$ cat config.mk
export PLATFORM = sky130hd
export DESIGN_NAME = executeStage
export DESIGN_NICKNAME = d
export VERILOG_FILES = /design/src/verilog/isaPkg.sv /design/src/verilog/pipePkg.sv /design/src/verilog/executeStage.sv
export SDC_FILE = /design/constraint.sdc
export NUM_CORES = 1
export LEC_CHECK = 0
export BUFFER_PORTS_ARGS = -buffer_cell sky130_fd_sc_hd__buf_2
export CORE_ASPECT_RATIO = 0.5
export CORE_MARGIN = 2
export CORE_UTILIZATION = 40
export DETAILED_ROUTE_END_ITERATION = 7
export PLACE_DENSITY = 0.73
export SYNTH_ARGS = -nofsm -noshare
export SYNTH_HDL_FRONTEND = slang
export SYNTH_SLANG_ARGS = --single-unit
$ cat constraint.sdc
create_clock -name vclk -period 6.6
set_clock_uncertainty 0.15 [all_clocks]
set_input_delay 1.65 -clock vclk [all_inputs]
set_output_delay 1.65 -clock vclk [all_outputs]
set_load 0.01 [all_outputs]
$ cat src/verilog/isaPkg.sv
////////////////////////////////////////////////////////////
// Instruction set of the 16-bit pipelined core
// Opcodes, field layout, ALU ops and decoded control bits
////////////////////////////////////////////////////////////
package isaPkg;

   // Major opcode in bits 15:12, anything not listed is illegal
   typedef enum logic [3:0] {
      OP_HALT = 4'h0,
      OP_NOP  = 4'h1,
      OP_ADD  = 4'h2,
      OP_SUB  = 4'h3,
      OP_AND  = 4'h4,
      OP_XOR  = 4'h5,
      OP_ADDI = 4'h6,
      OP_LD   = 4'h7,
      OP_ST   = 4'h8,
      OP_BEQZ = 4'h9
   } opcodeT;

   // Instruction field positions
   localparam int opMsb     = 15;
   localparam int opLsb     = 12;
   localparam int fieldAMsb = 11;
   localparam int fieldALsb = 9;
   localparam int fieldBMsb = 8;
   localparam int fieldBLsb = 6;
   localparam int fieldCMsb = 5;
   localparam int fieldCLsb = 3;
   localparam int immMsb    = 5;
   localparam int immLsb    = 0;

   typedef enum logic [1:0] {
      ALU_ADD,
      ALU_SUB,
      ALU_AND,
      ALU_XOR
   } aluOpT;

   // All zero is a bubble
   typedef struct packed {
      aluOpT      aluOp;
      logic       useImm;
      logic       memRead;
      logic       memWrite;
      logic       regWrite;
      logic [2:0] dest;
      logic       isHalt;
      logic       isIllegal;
   } ctrlT;

endpackage
$ cat src/verilog/pipePkg.sv
////////////////////////////////////////////////////////////
// Pipeline register layouts and the Wishbone request
////////////////////////////////////////////////////////////
package pipePkg;
   import isaPkg::*;

   // Fetch/decode
   typedef struct packed {
      logic [15:0] instr;
      logic [15:0] pcPlusOne;
      logic        valid;
   } fdRegT;

   // Decode/execute
   typedef struct packed {
      ctrlT        ctrl;
      logic [15:0] opA;
      logic [15:0] opB;
      logic [15:0] storeData;
   } deRegT;

   // Execute/memory
   typedef struct packed {
      ctrlT        ctrl;
      logic [15:0] aluResult;
      logic [15:0] storeData;
   } emRegT;

   // Memory/writeback
   typedef struct packed {
      ctrlT        ctrl;
      logic [15:0] wbVal;
   } mwRegT;

   // Wishbone classic master request
   typedef struct packed {
      logic        cyc;
      logic        stb;
      logic        we;
      logic [15:0] adr;
      logic [15:0] dat;
   } wbReqT;

   localparam fdRegT fdBubble = '0;
   localparam deRegT deBubble = '0;
   localparam emRegT emBubble = '0;
   localparam mwRegT mwBubble = '0;

endpackage

$ cat src/verilog/executeStage.sv
////////////////////////////////////////////////////////////
// Execute stage
// ALU, also forms the LD and ST address
////////////////////////////////////////////////////////////
module executeStage import isaPkg::*, pipePkg::*; (
   input  deRegT de,
   output emRegT emNext
);

   always_comb begin
      emNext.ctrl      = de.ctrl;
      emNext.storeData = de.storeData;
      case (de.ctrl.aluOp)
         // Base plus offset for memory ops
         ALU_ADD: emNext.aluResult = de.opA + de.opB;
         ALU_SUB: emNext.aluResult = de.opA - de.opB;
         ALU_AND: emNext.aluResult = de.opA & de.opB;
         ALU_XOR: emNext.aluResult = de.opA ^ de.opB;
      endcase
   end

endmodule

# Yosys cells after proc, flatten, opt, wreduce, memory -nomap -nowiden
# Cells that the tools add are included.
[word_totals] reg_bits=0 in_bits=59 output_inout_bits=43 word_cells=9
[classes] addsub=2 eq_ne=3 muxes=1 n_bitwise=2 n_reduce_logical=1
[ops] operator="$pmux 16 s4" count=1
[ops] operator="$add 16x16->16" count=1
[ops] operator="$and 16x16->16" count=1
[ops] operator="$sub 16x16->16" count=1
[ops] operator="$xor 16x16->16" count=1
[ops] operator="$eq 2x2->1 const B" count=2
[ops] operator="$eq 2x1->1 const B" count=1
[ops] operator="$logic_not 2->1" count=1

# Depth between registers and ports, before layout
[depth] depth_word=2 mapped_depth=14 mapped_depth_nobuf=13

# Least setup slack after synthesis
# Ideal clock, no wire load.
[synth_path] path_kind="input to output" from="in de[24] (netlist bit)" to="out emNext[31] (netlist bit)" arrival_ps=4199 t_required_ps=4800 path_slack_ps=601 path_stages=12 n_path_buf=0 cell_sequence="or4_4 -> nor3_4 -> nand2_1 -> o31ai_2 -> xor2_1 -> ha_1 -> a21oi_1 -> o21ai_1 -> mux2i_1 -> a21o_1 -> o21ai_0 -> nor4bb_1"
[synth_rtl] element="from (decl)" line_no="executeStage.sv:6" rtl="input deRegT de,"
[synth_rtl] element="to (decl)" line_no="executeStage.sv:7" rtl="output emRegT emNext"

==> summary.md <==
| Metric | Value |
|---|---|
| Initial Utilization | `42.4%` |
| Number of global-route vias before repair | `1792` |
| Final WL | `4720 um` |
| Max Transition Viols Final | `0` |
| Utilization after layout | `45.4%` |
| Via-to-Cell Ratio | `5.54` |
| Overall Global Routing Usage | `17.6%` |
| Syn nets | `351` |
| Xor/xnor cell area share of the yosys netlist | `9.70%` |
| Simple-Gate Fraction of Synth Area | `21.1%` |
| PwrDens | `109 nW/um2` |
| Final Hold Vio Count | `0` |
| Clock buffers | `0` |
| Crit path time final | `6.39 ns` |
| Largest family of logic cells by synthesized area | `compound AO/OA/AOI/OAI gates` |
| Hold WC Path Type | `input port to output port` |
| Post-CTS setup buffers | `0` |
| HPWL Detailed | `3940 um` |
| Initial DRT Pass Iterations | `4` |
| Synth Area in Compound Gates | `25.9%` |
| Layout cells sized above 1 | `23.8%` |
| Total gr overflow | `0` |
| Crit-path cells | `buf_2, or4_4, nor3_4, nand2_1, o31ai_2, xor2_1, ha_1, a21oi_1, o21ai_1, mux2i_1, a21o_1, o21ai_0, nor4bb_1, buf_2` |
| Synth Cell Area | `1900 um2` |
| Pwr Total | `221 uW` |
| Post-synthesis mux area share | `6.86%` |
| Synth cell types | `51` |
| DRC | `0` |
| Final hold slack | `3.15 ns` |
| Worst path bufs/invs | `2` |
| Initial antenna violation count | `0` |
| Avg Cell Area, Syn | `7.32 um2` |
| CP max stage delay | `0.57 ns` |
| Cts hold-fix bufs | `0` |
| Die Height | `52.7 um` |
| RSZ-0062 raised after global routing | `false` |
| Worst Path Max Fanout | `7` |
| Total die area | `5340 um2` |
| Sequential fraction of the synthesis area | `0%` |
| Fill cells | `475` |
| Die X | `101 um` |
| Largest net degree at the start of global routing | `33` |
| Commonest cells in the netlist | `ha_1, buf_4, nand2_1, nor2_1, a21oi_1` |
| DRT iter0 DRCs | `94` |
| Fin crit share | `96.8%` |
| CP max-delay cell | `or4_4` |
| Static Leak | `0.00101 uW` |
| Final std cells w/o fill | `338` |
| Syn. warnings | `0` |
| Syn Inst Count | `259` |
| N_diodes | `0` |
| GPL Wtd Cong | `0.928` |
| CP startpoint kind | `input port` |
| Status | `complete, no violations` |
| Vias | `1874` |
| Synth Area in Adders | `22.2%` |
| # nets final | `375` |
| Synth area leader | `ha_1` |
| Register area | `0 um2` |
| Critical setup path kind | `input port to output port` |
| Crit path DAT | `4.59 ns` |
| Peak VDD IR | `0.0316 mV` |
| Post_cts resized | `0` |
| Layout Area Growth over Synthesis | `7.00%` |
| Dominant cells by area after synthesis | `ha_1, buf_4, mux2i_1` |
| Slew @ Worst Pin | `0.421 ns` |
| Slew HR | `71.6%` |
| Final setup TNS | `0 ns` |
| Avg WL per Cell | `14.0 um` |
| Worst EP required | `4.80 ns` |
| Max cap viols | `0` |
| Critical path's top delay family | `simple AND/OR/NAND/NOR gates` |
| Inst Count DP | `338` |
| Port bufs | `52` |
| Num sequential | `0` |
| FP Rows | `17` |
| CP dominant cell by count | `buf_2` |
| Share of the synthesized area in the top cell type | `21.1%` |
| Peak Freq | `156 MHz` |
| Final antenna-violating net count | `0` |
| Critical path capture point type | `output port` |
| Ports | `102` |
| Final setup viols | `0` |
| Core area | `4470 um2` |
| First-pass GRT wire length | `7710 um` |
| Most common cell in the netlist | `ha_1` |
cells by family (layout without fill, tap and decap cells):
logic type / Yosys count / count (layout)
simple gates: 76 / 76
buf+inv: 44 / 66
compound gates: 72 / 72
mux: 13 / 13
xor+xnor: 21 / 21
fa+ha+maj: 33 / 33
worst paths after layout:
path,from,end,slack [ns],depth (start not counted)
worst max-delay path,de[24],emNext[31],0.21,14
worst min-delay path,de[0],emNext[0],3.15,0
cell type report:
| cell class | count | area [um2] | area share, % |
|---|---|---|---|
| inverters | 9 | 33.8 | 1.67 |
| repair buffers | 57 | 298 | 14.7 |
| well taps | 57 | 71.3 | 3.52 |
| multi-input cells | 215 | 1630 | 80.1 |
routing by layer:
layer	vias to the layer above	track usage [%]	share of wire, %
li1	961	-	-
met1	846	22.4	46
met2	49	33.1	47
met3	18	0.933	5.2
met4	0	3.83	1.7
met5	-	0	0
through the flow:
step | setup WS, ns | instance area [um2]
global placement | 0.391 | 2030
finish | 0.209 | 2030
floorplan | 0.601 | 1900
CTS | 0.251 | 2030
detailed placement | 0.271 | 2030
global route | 0.00754 | 2030
layout by cell type, fill, tap and decap left out, types with 6 or more instances in the layout:
cell and instances:
nand2_1 21, xnor2_1 11, a21o_1 6, xor2_1 10, nor2_1 21, mux2i_1 13
ha_1 32, a21oi_1 18, o211ai_1 6, nand2b_1 8, inv_1 9, buf_2 52
o21ai_0 12, nor3_1 6
power breakdown:
group / internal (uW) / total [uW] / switching (uW)
logic: 97.7 / 221 / 123
clock network: 0 / 0 / 0
registers: 0 / 0 / 0
total: 97.7 / 221 / 123
Power figures use the tool's default switching activity.
