[config.mk]
export PLATFORM = sky130hd
export DESIGN_NAME = stallDetector
export DESIGN_NICKNAME = d
export VERILOG_FILES = /design/src/verilog/isaPkg.sv /design/src/verilog/pipePkg.sv /design/src/verilog/stallDetector.sv
export SDC_FILE = /design/constraint.sdc
export NUM_CORES = 1
export LEC_CHECK = 0
export ABC_CLOCK_PERIOD_IN_PS = 3100
export BUFFER_PORTS_ARGS = -buffer_cell sky130_fd_sc_hd__buf_2
export CAP_MARGIN = 20
export CORE_AREA = 2 2 39 41
export DETAILED_ROUTE_END_ITERATION = 16
export DIE_AREA = 0 0 41 43
export PLACE_DENSITY = 0.69
export SLEW_MARGIN = 20
export SYNTH_ARGS = -nofsm -noshare
export SYNTH_HDL_FRONTEND = slang
export SYNTH_SLANG_ARGS = --single-unit
[constraint.sdc]
create_clock -name vclk -period 3.1
set_input_delay 0.465 -clock vclk [all_inputs]
set_output_delay 0.465 -clock vclk [all_outputs]
set_load 0.05 [all_outputs]
[src/verilog/isaPkg.sv]
////////////////////////////////////////////////////////////
// Instruction set of the 16-bit pipelined core
// Opcodes, field layout, ALU ops and decoded control bits
////////////////////////////////////////////////////////////
package isaPkg;

   // Major opcode in bits 15:12, anything not listed is illegal
   typedef enum logic [3:0] {
      OP_HALT = 4'h0,
      OP_NOP  = 4'h1,
      OP_ADD  = 4'h2,
      OP_SUB  = 4'h3,
      OP_AND  = 4'h4,
      OP_XOR  = 4'h5,
      OP_ADDI = 4'h6,
      OP_LD   = 4'h7,
      OP_ST   = 4'h8,
      OP_BEQZ = 4'h9
   } opcodeT;

   // Instruction field positions
   localparam int opMsb     = 15;
   localparam int opLsb     = 12;
   localparam int fieldAMsb = 11;
   localparam int fieldALsb = 9;
   localparam int fieldBMsb = 8;
   localparam int fieldBLsb = 6;
   localparam int fieldCMsb = 5;
   localparam int fieldCLsb = 3;
   localparam int immMsb    = 5;
   localparam int immLsb    = 0;

   typedef enum logic [1:0] {
      ALU_ADD,
      ALU_SUB,
      ALU_AND,
      ALU_XOR
   } aluOpT;

   // All zero is a bubble
   typedef struct packed {
      aluOpT      aluOp;
      logic       useImm;
      logic       memRead;
      logic       memWrite;
      logic       regWrite;
      logic [2:0] dest;
      logic       isHalt;
      logic       isIllegal;
   } ctrlT;

endpackage
[src/verilog/pipePkg.sv]
////////////////////////////////////////////////////////////
// Pipeline register layouts and the Wishbone request
////////////////////////////////////////////////////////////
package pipePkg;
   import isaPkg::*;

   // Fetch/decode
   typedef struct packed {
      logic [15:0] instr;
      logic [15:0] pcPlusOne;
      logic        valid;
   } fdRegT;

   // Decode/execute
   typedef struct packed {
      ctrlT        ctrl;
      logic [15:0] opA;
      logic [15:0] opB;
      logic [15:0] storeData;
   } deRegT;

   // Execute/memory
   typedef struct packed {
      ctrlT        ctrl;
      logic [15:0] aluResult;
      logic [15:0] storeData;
   } emRegT;

   // Memory/writeback
   typedef struct packed {
      ctrlT        ctrl;
      logic [15:0] wbVal;
   } mwRegT;

   // Wishbone classic master request
   typedef struct packed {
      logic        cyc;
      logic        stb;
      logic        we;
      logic [15:0] adr;
      logic [15:0] dat;
   } wbReqT;

   localparam fdRegT fdBubble = '0;
   localparam deRegT deBubble = '0;
   localparam emRegT emBubble = '0;
   localparam mwRegT mwBubble = '0;

endpackage

[src/verilog/stallDetector.sv]
////////////////////////////////////////////////////////////
// Read-after-write hazard check for the decode instruction
// against the writers in execute and memory
////////////////////////////////////////////////////////////
module stallDetector import isaPkg::*, pipePkg::*; (
   input  fdRegT fd,
   input  ctrlT  deCtrl,
   input  ctrlT  emCtrl,
   output logic  stall
);

   opcodeT     op;
   logic       isRType;
   logic       readsA;
   logic       readsB;
   logic       readsC;
   logic [2:0] srcA;
   logic [2:0] srcB;
   logic [2:0] srcC;

   function automatic logic pending(ctrlT de, ctrlT em, logic [2:0] src);
      return (de.regWrite && de.dest == src) || (em.regWrite && em.dest == src);
   endfunction

   assign op   = opcodeT'(fd.instr[opMsb:opLsb]);
   assign srcA = fd.instr[fieldAMsb:fieldALsb];
   assign srcB = fd.instr[fieldBMsb:fieldBLsb];
   assign srcC = fd.instr[fieldCMsb:fieldCLsb];

   // Which fields this opcode actually reads
   assign isRType = (op == OP_ADD) || (op == OP_SUB) || (op == OP_AND) || (op == OP_XOR);
   assign readsA  = (op == OP_ST) || (op == OP_BEQZ);
   assign readsB  = isRType || (op == OP_ADDI) || (op == OP_LD) || (op == OP_ST);
   assign readsC  = isRType;

   assign stall = fd.valid && ((readsA && pending(deCtrl, emCtrl, srcA)) ||
                               (readsB && pending(deCtrl, emCtrl, srcB)) ||
                               (readsC && pending(deCtrl, emCtrl, srcC)));

endmodule

# Yosys cells after proc, flatten, opt, wreduce, memory -nomap -nowiden
# Cells that the tools add are included.
[op_classes] eq_ne=14 n_reduce_logical=22
[op_table] cell="$eq 3x3->1" count=6
[op_table] cell="$eq 4x3->1 const B" count=4
[op_table] cell="$logic_or 1x1->1" count=12
[op_table] cell="$logic_and 1x1->1" count=10
[op_table] cell="$eq 4x2->1 const B" count=2
[op_table] cell="$eq 4x4->1 const B" count=2
[word_totals] register_bits=0 out_inout_bits=1 input_bits=55

# Depth between registers and ports, before layout
[depth] word_depth=11 ltp_mapped=4 ltp_nobuf=4

# Worst setup path before layout
# Ideal clock, no wire load.
[synth_timing] path_type="input to output" start="input port fd[27] in the netlist's numbering" end="output port stall" arrival_ns=1.470 cell_stages=4 path_slack_ns=1.165 path_buffers=0 required_time_ns=2.635 path_cell_list="xnor2_1 nand4_1 a2111oi_0 or3_1"
[synth_via] elab_chain_len=7
[synth_rtl] element="start, declared" line_no="stallDetector.sv:6" source="input fdRegT fd,"
[synth_rtl] element="$eq 3x3->1" line_no="stallDetector.sv:22" source="return (de.regWrite && de.dest == src) || (em.regWrite && em.dest == src);"
[synth_rtl] element="$logic_and 1x1->1" line_no="stallDetector.sv:22"
[synth_rtl] element="$logic_or 1x1->1 (*)" line_no="stallDetector.sv:22"
[synth_rtl] element="$logic_and 1x1->1 (*)" line_no="stallDetector.sv:36" source="assign stall = fd.valid && ((readsA && pending(deCtrl, emCtrl, srcA)) ||"
[synth_rtl] element="$logic_or 1x1->1 (*)" line_no="stallDetector.sv:36"
[synth_rtl] element="$logic_or 1x1->1 (*)" line_no="stallDetector.sv:37" source="(readsB && pending(deCtrl, emCtrl, srcB)) ||"
[synth_rtl] element="$logic_and 1x1->1 (*)" line_no="stallDetector.sv:36"
[synth_rtl] element="end, declared" line_no="stallDetector.sv:9" source="output logic stall"
# Every way passes the cells marked *; elsewhere a longest branch is shown, timed or not.

# Worst setup path after layout
[layout_timing] start="input port fd[26] in the netlist's numbering" end="output port stall"
# The elaborated chain is that of the path after synthesis.

==> key figures <==
Outcome
  – Status: completed

Global routing
  – Total gr overflow: 0
  – Vias in the first global route: 318
  – Largest net degree at the start of global routing: 5
  – First-pass GRT wire length: 1270 um
  – Antenna violations before repair: 0
  – Overall routing resource usage: 0.0979

Detailed routing
  – Post-detailed-route count of antenna-violating nets: 0
  – DRC viols: 0
  – Met3 wire len: 61 um
  – Max Used Layer: met3
  – Wire per inst: 10.3 um
  – Vias per cell: 4.42
  – Drt first pass iters: 4
  – Drt first-iter violations: 3
  – Vias: 323
  – Metal2 WL: 391 um
  – M1 wire length: 303 um
  – Post-Route WL: 755 um

Layout
  – Area grow syn2layout: 51.2%
  – Fillers: 154
  – FF+latch area: 0 um^2
  – Clock buffers: 0
  – Antenna cells: 0
  – Post-route cell area: 399 um^2
  – Area of the multi-input gates: 264 um^2
  – Share of cells above drive strength 1: 0.421
  – Seq cells: 0
  – Layout Nets: 114

Timing
  – RSZ-0062 raised after global routing: no
  – Post-layout min period: 2.14 ns
  – Slew at the pin with the worst max-slew slack: 0.359 ns
  – Final-report hold violation count: 0
  – Crit share post-route: 0.692
  – Sum of negative setup slack: 0 ns
  – Final number of setup-violating endpoints: 0
  – Max-slew headroom: 0.755
  – Hold slack: 1.55 ns
  – Fmax: 0.466 GHz
  – Slew Limit Fails: 0

Synthesis
  – Yosys warnings: 0
  – Yosys cell types: 11
  – Post-synthesis sequential area ratio: 0
  – Cells after Synth: 34
  – Post-synthesis xor/xnor area fraction: 0.630
  – Synth Area in Simple Gates: 0.242
  – Compound-Gate Fraction of Synth Area: 0.128
  – Syn Area/Cell: 7.76 um^2
  – Synthesized Nets: 89
  – Netlist Area Pre-Place: 264 um^2
  – Fraction of synthesized area in multiplexers: 0
  – Post-Synth Adder-Cell Area: 0
  – Largest family of logic cells by synthesized area: XOR/XNOR gates

Floorplan
  – Core area: 1380 um^2
  – Site Rows: 14
  – I/O pin count: 56
  – Die area: 1760 um^2
  – Die X: 41 um
  – Chip Height: 43 um
  – Initial cell density of the core: 0.191

Setup path
  – CP startpoint: fd[26]
  – CP required: 2.63 ns
  – Crit end category: primary output
  – Cell family with the largest share of critical-path delay: compound AO/OA/AOI/OAI gates
  – Arr. time, crit path: 1.68 ns
  – Critical Path Sink: stall
  – WS Path Type: in2out
  – Crit-path max FO: 2
  – Crit path launch type: input pin
  – Cell chain of the critical path: buf_2, xnor2_1, nand4_1, a2111oi_0, or3_1, buf_2
  – WP buf/inv: 2
  – Cell with the most instances on the worst path: buf_2
  – Slowest cell on the critical path: a2111oi_0
  – Critical Path Max Stage Delay: 0.40 ns
  – WP depth: 6

Placed design
  – RD Place Congestion: 0.861
  – PortBufs: 23
  – Placed Area: 399 um^2

Clock tree
  – Post-CTS setup buffers: 0
  – Post-CTS sizing: 0
  – Cts hold-fix bufs: 0

Flow run
  – Max-cap check violation count: 0

Power and ir drop
  – Leakage Power: 0.000153 uW
  – Power Density: 140 nW/um^2
  – Peak VDD IR: 0.0000460 V
  – Total power: 56.0 uW

Hold path
  – Hold Crit Class: in2out
-- stage by stage --
step                worst slack [ns]  utilization  cells
floorplan                       1.16            -     34
global placement               0.971        0.288     73
detailed placement             0.974        0.288     73
CTS                            0.966        0.288     73
global route                   0.842        0.288     73
finish                         0.956        0.288     73
-- cell type report --
class              count  share of cell area
repair buffers        23               0.288
multi-input cells     34               0.661
well taps             16              0.0502
-- per-layer routing --
metal	vias up	global-route usage
li1	172	-
met5	-	0
met4	0	0
met1	138	0.149
met2	13	0.156
met3	0	0.00524
-- placed cells by master, fill, tap and decap left out --
cell type and count:
o21ba_2 1, buf_2 23, a2111oi_0 1, nand3b_1 1
nand2_1 1, or3_1 1, nor4b_1 1, xnor2_1 18
xor2_1 1, nand4_1 6, a21oi_1 2, o21ai_0 1
-- tightest hold or removal path, cell delays in order --
cell     delay (ns)
buf_2          0.09
nand4_1        0.07
a21oi_1        0.11
or3_1          0.10
buf_2          0.25
-- kinds of logic after synthesis --
logic type and after synthesis:
AO/OA/AOI/OAI 5, XOR/XNOR 19, AND/OR/NAND/NOR 10
-- how the worst min path moves through the flow --
stage / start / endpoint / cells past startpoint
after CTS: deCtrl[5] / stall / 5
after detailed placement: deCtrl[5] / stall / 5
after floorplan: fd[0] / stall / 3
after global placement: fd[0] / stall / 5
final: deCtrl[5] / stall / 5
after global routing: deCtrl[5] / stall / 5
-- synth_stat cells --
master | number | area [um^2]
xnor2_1 | 18 | 158
nor4b_1 | 1 | 8.76
or3_1 | 1 | 6.26
nand4_1 | 6 | 37.5
a21oi_1 | 2 | 10.0
nand2_1 | 1 | 3.75
xor2_1 | 1 | 8.76
a2111oi_0 | 1 | 8.76
o21ba_2 | 1 | 10.0
o21ai_0 | 1 | 5.00
nand3b_1 | 1 | 7.51
-- power by group --
part / switching, uW / total, uW / internal, uW
combinational: 26.3 / 56.0 / 29.7
clock: 0 / 0 / 0
sequential: 0 / 0 / 0
(Power assumes the default switching activity.)
