[config.mk]
export PLATFORM = sky130hd
export DESIGN_NAME = fetchStage
export DESIGN_NICKNAME = d
export VERILOG_FILES = /design/src/verilog/isaPkg.sv /design/src/verilog/pipePkg.sv /design/src/verilog/fetchStage.sv
export SDC_FILE = /design/constraint.sdc
export NUM_CORES = 2
export LEC_CHECK = 0
export ABC_CLOCK_PERIOD_IN_PS = 6100
export BUFFER_PORTS_ARGS = -buffer_cell sky130_fd_sc_hd__buf_4
export CAP_MARGIN = 20
export CELL_PAD_IN_SITES_DETAIL_PLACEMENT = 2
export CELL_PAD_IN_SITES_GLOBAL_PLACEMENT = 2
export CORE_UTILIZATION = 30
export CTS_CLUSTER_DIAMETER = 200
export DETAILED_ROUTE_END_ITERATION = 16
export PLACE_DENSITY = 0.57
export SYNTH_ARGS = -nofsm -noshare
export SYNTH_HDL_FRONTEND = slang
export SYNTH_SLANG_ARGS = --single-unit
[constraint.sdc]
create_clock -name clk -period 6.1 [get_ports clk]
set_clock_uncertainty 0.1 [all_clocks]
set_input_delay 0 -clock clk [delete_from_list [all_inputs] [get_ports clk]]
set_output_delay 0 -clock clk [all_outputs]
set_load 0.01 [all_outputs]
[src/verilog/isaPkg.sv]
////////////////////////////////////////////////////////////
// Instruction set of the 16-bit pipelined core
// Opcodes, field layout, ALU ops and decoded control bits
////////////////////////////////////////////////////////////
package isaPkg;

   // Major opcode in bits 15:12, anything not listed is illegal
   typedef enum logic [3:0] {
      OP_HALT = 4'h0,
      OP_NOP  = 4'h1,
      OP_ADD  = 4'h2,
      OP_SUB  = 4'h3,
      OP_AND  = 4'h4,
      OP_XOR  = 4'h5,
      OP_ADDI = 4'h6,
      OP_LD   = 4'h7,
      OP_ST   = 4'h8,
      OP_BEQZ = 4'h9
   } opcodeT;

   // Instruction field positions
   localparam int opMsb     = 15;
   localparam int opLsb     = 12;
   localparam int fieldAMsb = 11;
   localparam int fieldALsb = 9;
   localparam int fieldBMsb = 8;
   localparam int fieldBLsb = 6;
   localparam int fieldCMsb = 5;
   localparam int fieldCLsb = 3;
   localparam int immMsb    = 5;
   localparam int immLsb    = 0;

   typedef enum logic [1:0] {
      ALU_ADD,
      ALU_SUB,
      ALU_AND,
      ALU_XOR
   } aluOpT;

   // All zero is a bubble
   typedef struct packed {
      aluOpT      aluOp;
      logic       useImm;
      logic       memRead;
      logic       memWrite;
      logic       regWrite;
      logic [2:0] dest;
      logic       isHalt;
      logic       isIllegal;
   } ctrlT;

endpackage
[src/verilog/pipePkg.sv]
////////////////////////////////////////////////////////////
// Pipeline register layouts and the Wishbone request
////////////////////////////////////////////////////////////
package pipePkg;
   import isaPkg::*;

   // Fetch/decode
   typedef struct packed {
      logic [15:0] instr;
      logic [15:0] pcPlusOne;
      logic        valid;
   } fdRegT;

   // Decode/execute
   typedef struct packed {
      ctrlT        ctrl;
      logic [15:0] opA;
      logic [15:0] opB;
      logic [15:0] storeData;
   } deRegT;

   // Execute/memory
   typedef struct packed {
      ctrlT        ctrl;
      logic [15:0] aluResult;
      logic [15:0] storeData;
   } emRegT;

   // Memory/writeback
   typedef struct packed {
      ctrlT        ctrl;
      logic [15:0] wbVal;
   } mwRegT;

   // Wishbone classic master request
   typedef struct packed {
      logic        cyc;
      logic        stb;
      logic        we;
      logic [15:0] adr;
      logic [15:0] dat;
   } wbReqT;

   localparam fdRegT fdBubble = '0;
   localparam deRegT deBubble = '0;
   localparam emRegT emBubble = '0;
   localparam mwRegT mwBubble = '0;

endpackage

[src/verilog/fetchStage.sv]
////////////////////////////////////////////////////////////
// Fetch stage
// Program counter, instruction memory with its load port
// and the branch redirect from decode
////////////////////////////////////////////////////////////
module fetchStage import pipePkg::*; #(
   parameter int imemAddrBits = 8
) (
   input  logic                    clk,
   input  logic                    rstN,
   input  logic                    run,
   input  logic                    progWe,
   input  logic [imemAddrBits-1:0] progAddr,
   input  logic [15:0]             progData,
   input  logic                    hold,
   input  logic                    squash,
   input  logic                    redirect,
   input  logic [15:0]             redirectPc,
   input  logic                    stop,
   output fdRegT                   fdNext
);

   logic [15:0] imem [2**imemAddrBits];
   logic [15:0] pc;

   // Program load port, usable at any time
   always_ff @(posedge clk) begin
      if (progWe) begin
         imem[progAddr] <= progData;
      end
   end

   always_ff @(posedge clk) begin
      if (!rstN) begin
         pc <= '0;
      end else if (!stop && !hold) begin
         if (redirect) begin
            pc <= redirectPc;
         end else if (run) begin
            pc <= pc + 16'd1;
         end
      end
   end

   // Upper PC bits do not reach the memory
   always_comb begin
      fdNext.instr     = imem[pc[imemAddrBits-1:0]];
      fdNext.pcPlusOne = pc + 16'd1;
      fdNext.valid     = run & ~squash & ~stop;
   end

endmodule

# == Yosys cells after proc, flatten, opt, wreduce, memory -nomap -nowiden ==
# Memories as Yosys holds them, arrays and structs flattened. A register that Yosys moved wholly into a read port is not among the register bits.
# Cells that the tools add are included.
# word_totals
mem_bits_rw,4096
inputBits,48
regBits,16
elab_cells,18
out_inout_bits,33
memories,1
# classes
bitwise,4
reduce_logical,5
n_addsub,1
n_mux,6
# mem_list
name,words,word_bits,read_ports,rd_ports_with_merged_regs,write_ports,line_no,rtl
imem,256,16,1,1,1,fetchStage.sv:23,logic [15:0] imem [2**imemAddrBits];
# ops
operator,count
2-to-1 mux 16 bit,2
"adder 16 x 1 -> 16 bit, second input constant",1
2-to-1 mux 8 bit,2
bitwise AND 1 bit,2
logical NOT 1 bit,2
2-to-1 mux 1 bit,2
NOT 1 bit,2
AND reduction 2 bit,1
nonzero test 2 bit,1
logical AND 1 bit,1

# == Depth between registers and ports, before layout ==
# depth
depth_word,5
mapped_depth,13

# == Worst setup path after synthesis ==
# No wires, ideal clock.
# synth_timing
kind,register to output
start,register (tool-made name)
end,output port fdNext[26] (netlist name)
path_slack_ns,3.678
path_stages_with_launch,13
n_path_buf,6
arrival_time_ns,2.322
cell_sequence,dfxtp_1 > buf_4 > buf_12 > buf_12 > buf_12 > buf_12 > buf_12 > mux2i_1 > o221ai_1 > a21oi_1 > o31ai_1 > o32ai_1 > nor4_1
# synth_rtl
item,line_no,rtl
"end, declared",fetchStage.sv:20,output fdRegT fdNext

==> qor.yml <==
outcome: "complete, no violations"
initial_core_util_pct: 30.2
viasPerCell: 5.29
maxSlewHeadroom_pct: 12.0
gp_congestion: 0.786
worst-slew-pin-transition_ns: 1.32
hold_path_class: "input pin to register"
yosysUniqueCellTypes: 54
fin_nets: 8270
grt_pass1_wl_microns: 717000
cap_violations: 0
multi_input_area_sq_mm: 0.0341
cts_buffers: 440
htreeDepth: 5
dpl.cell_count: 14600
cts-root-buf: "clkbuf_16"
peakVddDrop_v: 0.000259
ys_seq_elements: 4120
power_density_mw_per_mm2: 324
ys_seq_area_share_pct: 77.2
die_area_sq_mm: 0.536
power_frac_seq_pct: 51.6
path_class: "register to output pin"
cts.clk_slew.worst_paths_ns: 0.06
finalSetupViolCount: 0
worstReg2RegStart: "pc[0]"
setup_tns_ns: 0
fin_cells: 15600
yosysWarnings: 0
synthesis.area_sq_mm: 0.160
synth-edff-count: 4096
final_hold_viol_count: 0
cts_buffer_depth: 4
drv_slew: 0
clk_latency_ns: 0.94
vias: 82500
period_share_pct: 99.2
fin_util_pct: 35.2
grt_pass1_vias: 87100
dp_hpwl_microns: 311000
critPathCaptureType: "output pin"
setup_ws_ns: 0.0514
fp.dieW_microns: 732
first_pass_iters: 7
p_leak_nw: 55.8
combPwrFrac_pct: 5.6
drtIter0Drc: 8164
drive_gt1_share_pct: 26.1
grt_usage_pct: 18.8
timing.final.crit_period_ns: 6.05
core_sq_mm: 0.530
antenna_left: 0
drc: 0
avgSynthCellArea_sq_um: 21.2
mostFrequentLayoutCell: "edfxtp_1"
hp-start: "progData[6]"
worstPathRequired_ns: 6.00
cts_tree: "built"
synthCells: 7539
antenna_found_initial: 40
dpl_worst_slack_ns: 0.513
switching_share_pct: 22.7
hold_ws_ns: 0.0189
power.total_mw: 60.5
die_h_microns: 732
mostFrequentLayoutCells: "edfxtp_1, mux4_2, mux2i_1"
cp_max_fo: 32
worst_ep_arrival_time_ns: 5.95
switchingPower_mw: 13.7
dpl_cell_area_sq_mm: 0.171
fmax_mhz: 165
ios: 81
rsz0062_at_grt: "false"
stdcell_area_sq_mm: 0.187
synth_nets: 7588
register_area_sq_mm: 0.123
area_growth_pct: 16.7
io_buffers: 80
synth-async-reset-ratio_pct: 0
grt_max_degree: 161
internal-power_mw: 46.8
fillCellCount: 51200
pwr-share-clk_pct: 42.8
yosys_most_used_dff: "edfxtp_1"
cts.sinks: 4120
wl_per_cell_microns: 33.1
totalWireLength_microns: 517000
row_count: 267
grt_overflow: 0
worst_setup_path_start_kind: "register"
[sequential cells by signal, indices dropped and copies added (netlist names), named ones only]
name / flops
imem: 4096
pc: 16
[cells by family (layout without fill, tap and decap cells)]
logic type | count (synthesis) | in the layout | share of synthesized area (%)
DFF | 4120 | 4120 | 77.2
muxes | 1498 | 1498 | 15.5
AOI/OAI and AO/OA | 822 | 822 | 3.70
and+or+nand+nor | 619 | 620 | 1.71
buffers and inverters | 465 | 1511 | 1.83
xor gates and xnor gates | 14 | 14 | 0.0767
adders and majority gates | 1 | 1 | 0.00782
other | 0 | 21 | 0
[repair_timing]
| action | CTS | global route |
|---|---|---|
| endpoints found under the hold margin | 5582 | 4 |
| hold buffers | 115 | 1 |
| cloned | 1 | 0 |
| resized for setup | 6 | 1 |
| endpoints found under the setup margin | 10 | 1 |
| setup buffers | 1 | 0 |
[cell type report]
| type | instances | area share [%] |
|---|---|---|
| multi-input combinational | 2955 | 18.2 |
| timing repair buffer | 698 | 3.50 |
| tap | 6994 | 4.69 |
| clock inverter | 270 | 1.20 |
| inverter | 6 | 0.0188 |
| sequential | 4120 | 66.2 |
| clock buffer | 537 | 6.14 |
| antenna | 21 | 0.0282 |
[synth_stat cells, drive strengths merged (2+ instances only)]
library cell | number | area share, %
mux4 | 768 | 11
mux2 | 112 | 0.79
a31oi | 2 | 0.0078
nand4 | 21 | 0.082
buf | 238 | 1.3
nor4bb | 2 | 0.013
clkbuf | 221 | 0.52
o31ai | 17 | 0.080
nor2 | 333 | 0.78
a22o | 32 | 0.18
o32ai | 16 | 0.088
and2 | 9 | 0.035
o2111ai | 5 | 0.027
nor2b | 11 | 0.043
dfxtp | 24 | 0.30
nor3 | 91 | 0.28
a22oi | 54 | 0.25
nand3 | 35 | 0.11
xnor2 | 5 | 0.027
xor2 | 9 | 0.049
o22ai | 178 | 0.70
nor3b | 2 | 0.0094
o21ai | 47 | 0.15
o2bb2ai | 2 | 0.011
or3 | 2 | 0.0078
o221ai | 256 | 1.4
and4 | 2 | 0.011
edfxtp | 4096 | 77
o211ai | 9 | 0.042
a221oi | 43 | 0.24
nand4b | 3 | 0.016
nand3b | 6 | 0.028
nand2 | 75 | 0.18
nand2b | 4 | 0.016
mux2i | 618 | 3.9
a21oi | 158 | 0.49
inv | 6 | 0.014
nor4 | 19 | 0.074
[path summary, 6_finish.rpt]
path | to | slack [ns] | cells after the start
worst max-delay path | fdNext[20] | 0.05 | 10
worst min-delay path | imem[62][6] | 0.02 | 2
worst max register to register | pc[14] | 2.05 | 9
worst min register to register | pc[5] | 0.61 | 3
[worst max-delay path: stages, from the launching register on]
cell	delay, ns
dfxtp_4	0.81
nand2b_4	0.49
buf_12	0.34
buf_4	0.24
o221ai_1	0.33
o22ai_1	0.25
a22oi_1	0.79
o211ai_1	0.59
nor4_2	0.64
buf_4	0.27
buf_4	0.14
[power groups by stage]
| stage | combinational [mW] | clock (mW) | sequential, mW |
|---|---|---|---|
| floorplan | 1.73 | 0 | 31.8 |
| global placement | 3.22 | 0 | 31.8 |
| CTS | 3.41 | 26.5 | 31.2 |
| global route | 3.53 | 27.4 | 31.2 |
| detailed placement | 3.31 | 0 | 31.8 |
| finish | 3.37 | 25.9 | 31.2 |
[routing by layer]
metal  share of wire [%]  track usage (%)  wire, microns  vias to the layer above
li1                    -                -              -                    33300
met1                  44             26.4         227000                    46100
met2                  49             31.3         252000                     2481
met3                 5.2             2.33          27000                      574
met4                 2.1             3.94          11000                        2
met5              0.0025                0             13                        -
(Power assumes the default switching activity.)
