File: src/verilog/regFile.sv
////////////////////////////////////////////////////////////
// Register file, eight 16-bit entries
// Three read ports with same-cycle write bypass
////////////////////////////////////////////////////////////
module regFile (
   input  logic        clk,
   input  logic        rstN,
   input  logic [2:0]  rdAddrA,
   input  logic [2:0]  rdAddrB,
   input  logic [2:0]  rdAddrC,
   input  logic        wrEn,
   input  logic [2:0]  wrAddr,
   input  logic [15:0] wrData,
   output logic [15:0] rdDataA,
   output logic [15:0] rdDataB,
   output logic [15:0] rdDataC
);

   logic [15:0] regs [8];

   always_ff @(posedge clk) begin
      if (!rstN) begin
         for (int i = 0; i < 8; i++) begin
            regs[i] <= '0;
         end
      end else if (wrEn) begin
         regs[wrAddr] <= wrData;
      end
   end

   // Writeback value goes straight to a matching read
   assign rdDataA = (wrEn && wrAddr == rdAddrA) ? wrData : regs[rdAddrA];
   assign rdDataB = (wrEn && wrAddr == rdAddrB) ? wrData : regs[rdAddrB];
   assign rdDataC = (wrEn && wrAddr == rdAddrC) ? wrData : regs[rdAddrC];

endmodule

File: config.mk
export PLATFORM = sky130hd
export DESIGN_NAME = regFile
export DESIGN_NICKNAME = d
export VERILOG_FILES = /design/src/verilog/regFile.sv
export SDC_FILE = /design/constraint.sdc
export NUM_CORES = 1
export LEC_CHECK = 0
export BUFFER_PORTS_ARGS = -buffer_cell sky130_fd_sc_hd__buf_2
export CAP_MARGIN = 5
export CORE_ASPECT_RATIO = 0.7
export CORE_MARGIN = 2
export CORE_UTILIZATION = 50
export DETAILED_ROUTE_END_ITERATION = 8
export HOLD_SLACK_MARGIN = 0.06
export PLACE_DENSITY = 0.8
export SLEW_MARGIN = 20
export SYNTH_ARGS = -nofsm -noshare
export SYNTH_HDL_FRONTEND = slang
export SYNTH_SLANG_ARGS = --single-unit
File: constraint.sdc
create_clock -name clk -period 6.7 [get_ports clk]
set_clock_uncertainty 0.1 [all_clocks]
set_input_delay 1.34 -clock clk [delete_from_list [all_inputs] [get_ports clk]]
set_output_delay 1.34 -clock clk [all_outputs]
set_load 0.02 [all_outputs]
# Word level (Yosys, flattened, before mapping)
# Memory sizes are Yosys's and may differ from the RTL's.
# Cells that the tools add are included.
# W data, S select, Z words.
# word_totals
in_bits,31
mem_bits_rw,128
word_cells,18
output_inout_bits,48
regBits,0
mem_count,1
# classes
mux,10
n_eq_ne,3
n_reduce_logical,4
# memory_table
name,depth,width,rd,rd_clocked_by_memory_dff,wr,line_no,rtl
regs,8,16,3,0,8,19,logic [15:0] regs [8];
# ops
op,n
$mux W16,4
$reduce_or A16 Y1,1
$eq A3 B3 Y1,3
$mux W1,5
$logic_and A1 B1 Y1,3
$mux W3,1

# Longest topological paths before layout
# Gate-level depths: netlist of the first run.
# depth
word_depth,5
mapped_depth,6

# Worst setup path after synthesis of the first run
# OpenSTA, ideal clock, no wires.
# synth_path
path_type,input to output
start,input port rdAddrC[2]
end,output port rdDataC[0]
path_buffers,2
setup_slack_ns,2.495
t_required_ns,5.260
path_stages,5
t_arrival_ns,2.765
cell_sequence,clkbuf_1 -> clkbuf_1 -> mux4_2 -> mux2_2 -> mux2_2
# synth_via
elab_chain_cells,3
# synth_lines
element,line_no,rtl
from (decl),10,"input logic [2:0] rdAddrC,"
"parallel branches: the longest is 2 deep, another holds $mem_v2 Z8 W16",-,
$mux W16 (*),34,assign rdDataC = (wrEn && wrAddr == rdAddrC) ? wrData : regs[rdAddrC];
to (decl),16,output logic [15:0] rdDataC
# Mark *: on every way between the ends.

# Worst setup path in the final report of the first run
# layout_path
start,input port rdAddrB[0]
end,output port rdDataB[13]
# layout_via
elab_chain_cells,3
# layout_lines
element,line_no,rtl
from (decl),9,"input logic [2:0] rdAddrB,"
"parallel branches: the longest is 2 deep, another holds $mem_v2 Z8 W16",-,
$mux W16 (*),33,assign rdDataB = (wrEn && wrAddr == rdAddrB) ? wrData : regs[rdAddrB];
to (decl),15,"output logic [15:0] rdDataB,"
# Marks and branches as above.

==> out/results.ini, run 1 <==
[detailed_routing]
final_antenna_net_count = 0
vias = 5469
avgRoutedWirePerCell_microns = 27.3
drtPass1Iterations = 4
drtIter0Drc = 496
drc_errors = 0
detail_route.vias_per_cell = 6.53
finalWirelength_mm = 22.9

[setup_path]
cp_slowest_stage_delay_ns = 0.62
critical_path.cell_chain = buf_2 > buf_4 > mux4_1 > mux2_2 > mux2_4 > buf_2
cp.arrival_ns = 3.60
startpoint_type = input port
endpoint_kind = primary output
path_class = input port to primary output
cp_max_fo = 18
crit_start = rdAddrB[0]
worst-path-buf-inv = 3
crit_required_ns = 5.26
cp_top_family = multiplexers
path_common_cell = buf_2
crit_path_top_delay_cell = mux4_1

[clock_network]
clk_pin_slew_ns = 0.06
htreeDepth = 4
postCtsHoldBufs = 0
cts_resized = 0
cts_tree = built
cts_buffer_depth = 2
cts_root_buffer = clkbuf_16
post_cts_buffers = 0
cts.sinks = 128
cts_made_buffers = 17

[die]
rows = 40
start_util_pct = 51.6
io_pins = 79
die_h_microns = 116
core-area_sq_um = 17300
die_area_sq_um = 19000
die_x_microns = 164

[logic_synthesis]
synthAdderAreaFrac_pct = 0
synthCells = 541
synth_nets = 572
synth_top_family_by_area = multiplexers
ys_warn_count = 0
synthTopCellsByArea = edfxtp_1 (43%), mux4_1 (21%), and2_1 (9.0%)
synthMuxAreaShare_pct = 40.9
netlist_area_sq_um = 8930
synth-seq-cells = 128
synth-xor-area-share_pct = 0.883
synth_compound_area_share_pct = 0.336
synth_cell_types = 23
synth_seq_area_share_pct = 43.1
synth_area_per_cell_sq_um = 16.5
synth_top_area_cell = edfxtp_1
synth_top_area_share_pct = 43.1
synth-simple-area-share_pct = 10.3

[run]
drv_cap = 0

[grt]
antenna_found_initial = 0
grt_pass1_vias = 5585
grtUsageTotal_pct = 25.2
grt_max_degree = 34
grt_pass1_wl_mm = 34.3
grt_overflow_total = 0

[hold_path]
min-delay-start = wrData[0]
hp-class = input port to flop

[placed_design]
dpl_cell_area_sq_um = 9330
dp_hpwl_mm = 13.8
port_buffers = 78
gp_congestion = 0.860

[pwr]
vdd_drop_max_mv = 0.167
p_leak_nw = 3.88
powerDensity_nw_per_um2 = 247

[sta]
hold_viol = 0
rsz0062_at_grt = false
fin_crit_ns = 5.04
setup_violations = 0
max_freq_mhz = 198
tightest_slew_ns = 1.12
max_slew_margin_pct = 25.4
final.setup.tns_ns = 0
slew_violations = 0
fin_crit_sh_pct = 75.2

[cells_and_area]
final_design_area_no_fill_sq_um = 9990
drive_gt1_share_pct = 41.8
antenna_cells = 0
finalNetCount = 625
top_register = regs
synthToLayoutAreaGrowth_pct = 11.9
reg.largest.list = regs: 128 flops
largest_reg_flops = 128

[outcome]
status = finished, final reports clean

-- report_power, final --
group / leakage (nW) / total (mW) / internal [mW] / switching, mW
logic: 2.34 / 0.460 / 0.234 / 0.226
registers: 1.23 / 0.974 / 0.935 / 0.0390
clock network: 0.320 / 1.03 / 0.668 / 0.363
total: 3.88 / 2.46 / 1.84 / 0.627
-- cells in the final DEF (no fill, tap or decap), types with 2 or more instances in the layout --
master     instances
and2_1           128
edfxtp_1         128
buf_2             78
mux4_1            72
mux2_2            59
mux2_4            37
mux4_2            24
clkbuf_16         17
buf_4             16
xnor2_1            9
o21ai_1            6
bufinv_16          5
inv_6              5
nor2_2             4
nand4_2            2
nor3_2             2
nand2b_2           2
nand2b_1           2
nor2_1             2
clkinv_4           2
-- metrics by stage --
stage	util (%)	setup slack [ns]	std cells	power [mW]	hold slack (ns)
global placement	53.8	1.72	806	1.43	1.63
CTS	57.7	1.69	838	2.47	1.21
finish	57.7	1.66	838	2.46	1.22
global route	57.7	1.60	838	2.54	1.24
detailed placement	53.9	1.68	806	1.44	1.65
floorplan	-	2.50	541	1.32	1.67
-- final timing paths --
check | end | slack (ns) | cells past startpoint
max | rdDataB[13] | 1.66 | 6
min | regs[7][0]$_SDFFCE_PN0P_ | 1.22 | 2
-- synth_stat cells, drive strengths merged --
master,n
buf,17
nand4,3
nor3,2
edfxtp,128
nand2,1
xnor2,9
mux4,96
o21ai,6
and2,128
mux2,96
nand3b,1
clkbuf,43
nor2,6
nand2b,4
nand3,1
-- cells by family after synthesis --
| family | after synthesis |
|---|---|
| DFF | 128 |
| muxes | 192 |
| xor gates and xnor gates | 9 |
| buffers and inverters | 60 |
| and+or+nand+nor | 146 |
| AOI/OAI and AO/OA | 6 |
-- layer usage --
metal	vias up	share of wire, %	track usage, %
met2	283	49	41.9
met4	0	1.7	8.30
li1	2300	-	-
met3	40	8.1	5.80
met1	2846	41	33.3
met5	-	0	0
-- cell type report --
class                   count  area [sq um]
fillers                  1301          7330
multi-input cells         353          4690
flip-flops and latches    128          3840
repair buffers             94           510
clock buffers              18           429
well taps                 231           289
clock inverters            14           226
(Power assumes the default switching activity.)
==> run 2: changes to the inputs <==
Clock period 6.7 ns to 5 ns, I/O delays scaled along.
==> run 2 against run 1 <==
Compared with the run above: setup slack worse by 0.77 ns; critical path depth unchanged; first-iteration DRC count is 34% higher; sequential share of layout area barely moved; final area barely moved; critical endpoint is now rdDataB[11]; largest cell class unchanged.
==> out/results.ini, run 2 (synthesis results as in run 1) <==
[setup_path]
cp_slowest_stage_delay_ns = 0.59  ; was 0.62 ns
crit_required_ns = 3.90  ; was 5.26 ns
crit_path_top_delay_cell = mux4_1  ; unchanged
cp_top_family = multiplexers  ; unchanged
path_common_cell = buf_2  ; unchanged
cp_max_fo = 20  ; was 18
startpoint_type = input port  ; unchanged
cp.arrival_ns = 3.01  ; was 3.60 ns
crit_start = rdAddrB[0]  ; unchanged
endpoint_kind = primary output  ; unchanged
path_class = input port to primary output  ; unchanged
critical_path.cell_chain = buf_2 > buf_12 > mux4_1 > mux2_2 > mux2_4 > buf_2  ; was buf_2 > buf_4 > mux4_1 > mux2_2 > mux2_4 > buf_2
worst-path-buf-inv = 3  ; unchanged

[clock_network]
cts.sinks = 128  ; unchanged
cts_resized = 0  ; unchanged
cts_tree = built  ; unchanged
cts_buffer_depth = 2  ; unchanged
htreeDepth = 4  ; unchanged
clk_pin_slew_ns = 0.05  ; was 0.06 ns
postCtsHoldBufs = 0  ; unchanged
cts_root_buffer = clkbuf_16  ; unchanged
cts_made_buffers = 17  ; unchanged
post_cts_buffers = 0  ; unchanged

[sta]
tightest_slew_ns = 0.937  ; was 1.12 ns
fin_crit_ns = 4.11
rsz0062_at_grt = false  ; unchanged
hold_viol = 0  ; unchanged
fin_ws_ns = 0.886  ; was 1.66 ns
setup_violations = 0  ; unchanged
max_freq_mhz = 243
final.setup.tns_ns = 0  ; unchanged
slew_violations = 0  ; unchanged
fin_crit_sh_pct = 82.3
max_slew_margin_pct = 37.1  ; was 25.4%

[hold_path]
hp-class = input port to flop  ; unchanged
min-delay-start = wrData[1]  ; was wrData[0]

[pwr]
total_power_mw = 3.12  ; was 2.46 mW
seq_power_share_pct = 41.8  ; was 39.5%
powerDensity_nw_per_um2 = 313  ; was 247 nW/um^2
p_clk_share_pct = 38.1  ; was 41.8%
switching_power_mw = 0.783  ; was 0.627 mW
switching_share_pct = 25.1  ; was 25.5%
vdd_drop_max_mv = 0.271  ; was 0.167 mV
intPower_mw = 2.34  ; was 1.84 mW
power_frac_comb_pct = 20.1  ; was 18.7%
p_leak_nw = 3.90  ; was 3.88 nW

[detailed_routing]
drtIter0Drc = 666  ; was 496
final_antenna_net_count = 0  ; unchanged
vias = 5592  ; was 5469
drtPass1Iterations = 5  ; was 4
avgRoutedWirePerCell_microns = 26.8  ; was 27.3 microns
finalWirelength_mm = 22.7  ; was 22.9 mm
detail_route.vias_per_cell = 6.60  ; was 6.53
drc_errors = 0  ; unchanged

[die]
rows = 40  ; unchanged
die_area_sq_um = 19000  ; unchanged
die_h_microns = 116  ; unchanged
io_pins = 79  ; unchanged
core-area_sq_um = 17300  ; unchanged
start_util_pct = 51.6  ; unchanged
die_x_microns = 164  ; unchanged

[grt]
grt_pass1_vias = 5699  ; was 5585
grt_max_degree = 33  ; was 34
grt_overflow_total = 0  ; unchanged
use_met3_pct = 7.23  ; was 5.80%
antenna_found_initial = 0  ; unchanged
grt_use_met2_pct = 41.1  ; was 41.9%
grt_util_met1_pct = 31.3  ; was 33.3%
grtUsageTotal_pct = 24.9  ; was 25.2%
grt_pass1_wl_mm = 33.8  ; was 34.3 mm
grt.busiest_layer = met2  ; unchanged

[cells_and_area]
antenna_cells = 0  ; unchanged
reg.largest.list = regs: 128 flops  ; unchanged
fin_cells = 847  ; was 838
synthToLayoutAreaGrowth_pct = 11.9  ; about the same
top_register = regs  ; unchanged
finalNetCount = 636  ; was 625
final_util_pct = 57.7  ; about the same
largest_reg_flops = 128  ; unchanged
final_cell_mix = and2_1 (128), edfxtp_1 (128), buf_2 (78), mux4_1 (72), mux2_2 (59)  ; unchanged
drive_gt1_share_pct = 41.4  ; was 41.8%

[placed_design]
place_ws_ns = 0.908  ; was 1.68 ns
dp_cells = 817  ; was 806
dp_hpwl_mm = 14.6  ; was 13.8 mm
gp_congestion = 0.837  ; was 0.860
port_buffers = 78  ; unchanged

[run]
drv_cap = 0  ; unchanged

[outcome]
status = finished, final reports clean  ; unchanged

## run 2: cell count changes in the layout (fill, tap and decap cells not counted), sizes merged
cell    previous run  this run
buf               94       105
clkbuf            18        20
bufinv             5         3
clkinv             3         7
inv                6         0
## run 2: worst paths after layout
check | endpoint | slack (ns) | cells past startpoint
max | rdDataB[11] | 0.89 | 6
min | regs[5][1]$_SDFFCE_PN0P_ | 0.89 | 2
## run 2: power groups by stage
stage / Combinational (mW) / Sequential [mW] / Clock [mW]
after global routing: 0.658 / 1.31 / 1.25
after global placement: 0.609 / 1.31 / 0
after detailed placement: 0.623 / 1.32 / 0
final: 0.627 / 1.30 / 1.19
after floorplan: 0.476 / 1.30 / 0
after CTS: 0.627 / 1.30 / 1.20
## run 2: through the flow
step                      hold slack (ns)  cell area (sq um)
after floorplan                      1.33               8930
after global placement               1.29               9430
after detailed placement             1.31               9430
after CTS                           0.870               9990
after global routing                0.901               9990
final                               0.886               9990
## run 2: cell type report
class                      instances  area, sq um
clock inverter                    10          120
sequential                       128         3840
clock buffer                      20          437
fill                            1288         7320
tap                              231          289
multi-input combinational        353         4680
timing repair buffer             105          618
## run 2: metal layers
layer  up-vias  part of all wire [%]
met1      2852                    38
met3        68                   9.4
met2       358                    49
met4         0                   3.0
li1       2314                     -
met5         -                     0
==> run 3: changes to the inputs <==
Clock period 5 ns to 3.8 ns, I/O delays scaled along.
==> run 3 against run 2 <==
Compared with the run above: die area is the same; via count down 1.8%; setup slack got worse by 0.44 ns; clock power increased by 41%; cell count up 1.1%; critical path depth unchanged; total power up 35%; combinational power is 33% higher; sequential power rose by 32%; sequential cell count unchanged; first-iteration DRC count shrank 18%; routed wire length grew 0.68%; largest power group unchanged.
==> out/results.ini, run 3 (synthesis results as in run 1) <==
[clock_network]
post_cts_buffers = 0  ; unchanged
cts_made_buffers = 17  ; unchanged
htreeDepth = 4  ; unchanged
cts_resized = 0  ; unchanged
cts_root_buffer = clkbuf_16  ; unchanged
postCtsHoldBufs = 0  ; unchanged
cts_buffer_depth = 2  ; unchanged
cts.sinks = 128  ; unchanged
cts_tree = built  ; unchanged
clk_pin_slew_ns = 0.06  ; was 0.05 ns

[setup_path]
worst-path-buf-inv = 3  ; unchanged
cp_slowest_stage_delay_ns = 0.61  ; was 0.59 ns
crit_required_ns = 2.94  ; was 3.90 ns
cp.arrival_ns = 2.49  ; was 3.01 ns
path_common_cell = buf_2  ; unchanged
crit_path_top_delay_cell = mux4_1  ; unchanged
cp_max_fo = 33  ; was 20
critical_path.cell_chain = buf_2 > buf_12 > mux4_1 > mux2_2 > mux2_4 > buf_2  ; unchanged
startpoint_type = input port  ; unchanged
cp_top_family = multiplexers  ; unchanged
endpoint_kind = primary output  ; unchanged
path_class = input port to primary output  ; unchanged

[sta]
hold_viol = 0  ; unchanged
max_slew_margin_pct = 39.2  ; was 37.1%
fin_crit_sh_pct = 88.1
whs_ns = 0.641  ; was 0.886 ns
rsz0062_at_grt = false  ; unchanged
final.setup.tns_ns = 0  ; unchanged
max_freq_mhz = 299
tightest_slew_ns = 0.906  ; was 0.937 ns
slew_violations = 0  ; unchanged
setup_violations = 0  ; unchanged
fin_crit_ns = 3.35

[hold_path]
hp-class = input port to flop  ; unchanged

[detailed_routing]
vias = 5489  ; was 5592
drtIter0Drc = 545  ; was 666
drc_errors = 0  ; unchanged
finalWirelength_mm = 22.8  ; was 22.7 mm
drtPass1Iterations = 5  ; unchanged
final_antenna_net_count = 0  ; unchanged
detail_route.vias_per_cell = 6.41  ; was 6.60
avgRoutedWirePerCell_microns = 26.7  ; was 26.8 microns

[placed_design]
gp_congestion = 0.838  ; was 0.837
port_buffers = 78  ; unchanged
dp_hpwl_mm = 14.8  ; was 14.6 mm
dpl_cell_area_sq_um = 9540  ; was 9430 sq um

[die]
die_h_microns = 116  ; unchanged
die_x_microns = 164  ; unchanged
start_util_pct = 51.6  ; unchanged
core-area_sq_um = 17300  ; unchanged
io_pins = 79  ; unchanged
die_area_sq_um = 19000  ; unchanged
rows = 40  ; unchanged

[pwr]
powerDensity_nw_per_um2 = 416  ; was 313 nW/um^2
vdd_drop_max_mv = 0.344  ; was 0.271 mV
total_power_mw = 4.23  ; was 3.12 mW
p_leak_nw = 3.97  ; was 3.90 nW

[cells_and_area]
final_cell_mix = and2_1 (128), edfxtp_1 (128), buf_2 (78), mux4_1 (72), mux2_2 (59)  ; unchanged
top_register = regs  ; unchanged
synthToLayoutAreaGrowth_pct = 13.7  ; was 11.9%
reg.largest.list = regs: 128 flops  ; unchanged
drive_gt1_share_pct = 42.6  ; was 41.4%
n_fill_cell = 1331  ; was 1288
final_design_area_no_fill_sq_um = 10100  ; was 9990 sq um
finalNetCount = 642  ; was 636
largest_reg_flops = 128  ; unchanged

[grt]
grt_max_degree = 34  ; was 33
grt_overflow_total = 0  ; unchanged
grt_pass1_vias = 5720  ; was 5699
grt_pass1_wl_mm = 34.5  ; was 33.8 mm
grtUsageTotal_pct = 25.4  ; was 24.9%
antenna_found_initial = 1  ; was 0

[outcome]
status = finished, final reports clean  ; unchanged

[run]
drv_cap = 0  ; unchanged

-- run 3: cell types whose count changed in the layout (fill, tap and decap cells not counted), sizes merged --
cell	delta
clkbuf	-3
clkinvlp	+2
buf	+6
diode	+1
clkinv	-2
inv	+5
-- run 3: metal layers --
layer	vias to the layer above	part of all wire, %	GRT usage [%]
li1	2332	-	-
met5	-	0	0
met4	0	2.7	11.1
met3	49	7.8	6.73
met2	271	49	42.4
met1	2837	40	31.8
-- run 3: where the power goes --
part	total, mW	internal (mW)	switching (mW)
clock	1.68	1.04	0.638
combinational	0.832	0.431	0.401
sequential	1.72	1.65	0.0676
-- run 3: worst paths after layout --
kind,start,depth (start not counted),endpoint
setup / recovery,rdAddrB[0],6,rdDataB[6]
hold / removal,wrData[1],2,regs[7][1]$_SDFFCE_PN0P_
-- run 3: area by class of cell --
class	count	area, sq um	share of cell area (%)
Multi-Input combinational cell	353	4680	46.1
Sequential cell	128	3840	37.9
Timing Repair Buffer	111	726	7.15
Clock buffer	17	425	4.19
Tap cell	231	289	2.85
Clock inverter	15	184	1.81
Antenna cell	1	2.50	0.0247
-- run 3: stage by stage --
stage	worst slack, ns	utilization, %	cells
after floorplan	0.755	-	541
after global placement	0.513	55.1	823
after detailed placement	0.460	55.1	823
after CTS	0.456	58.6	855
after global routing	0.407	58.6	856
final	0.451	58.6	856
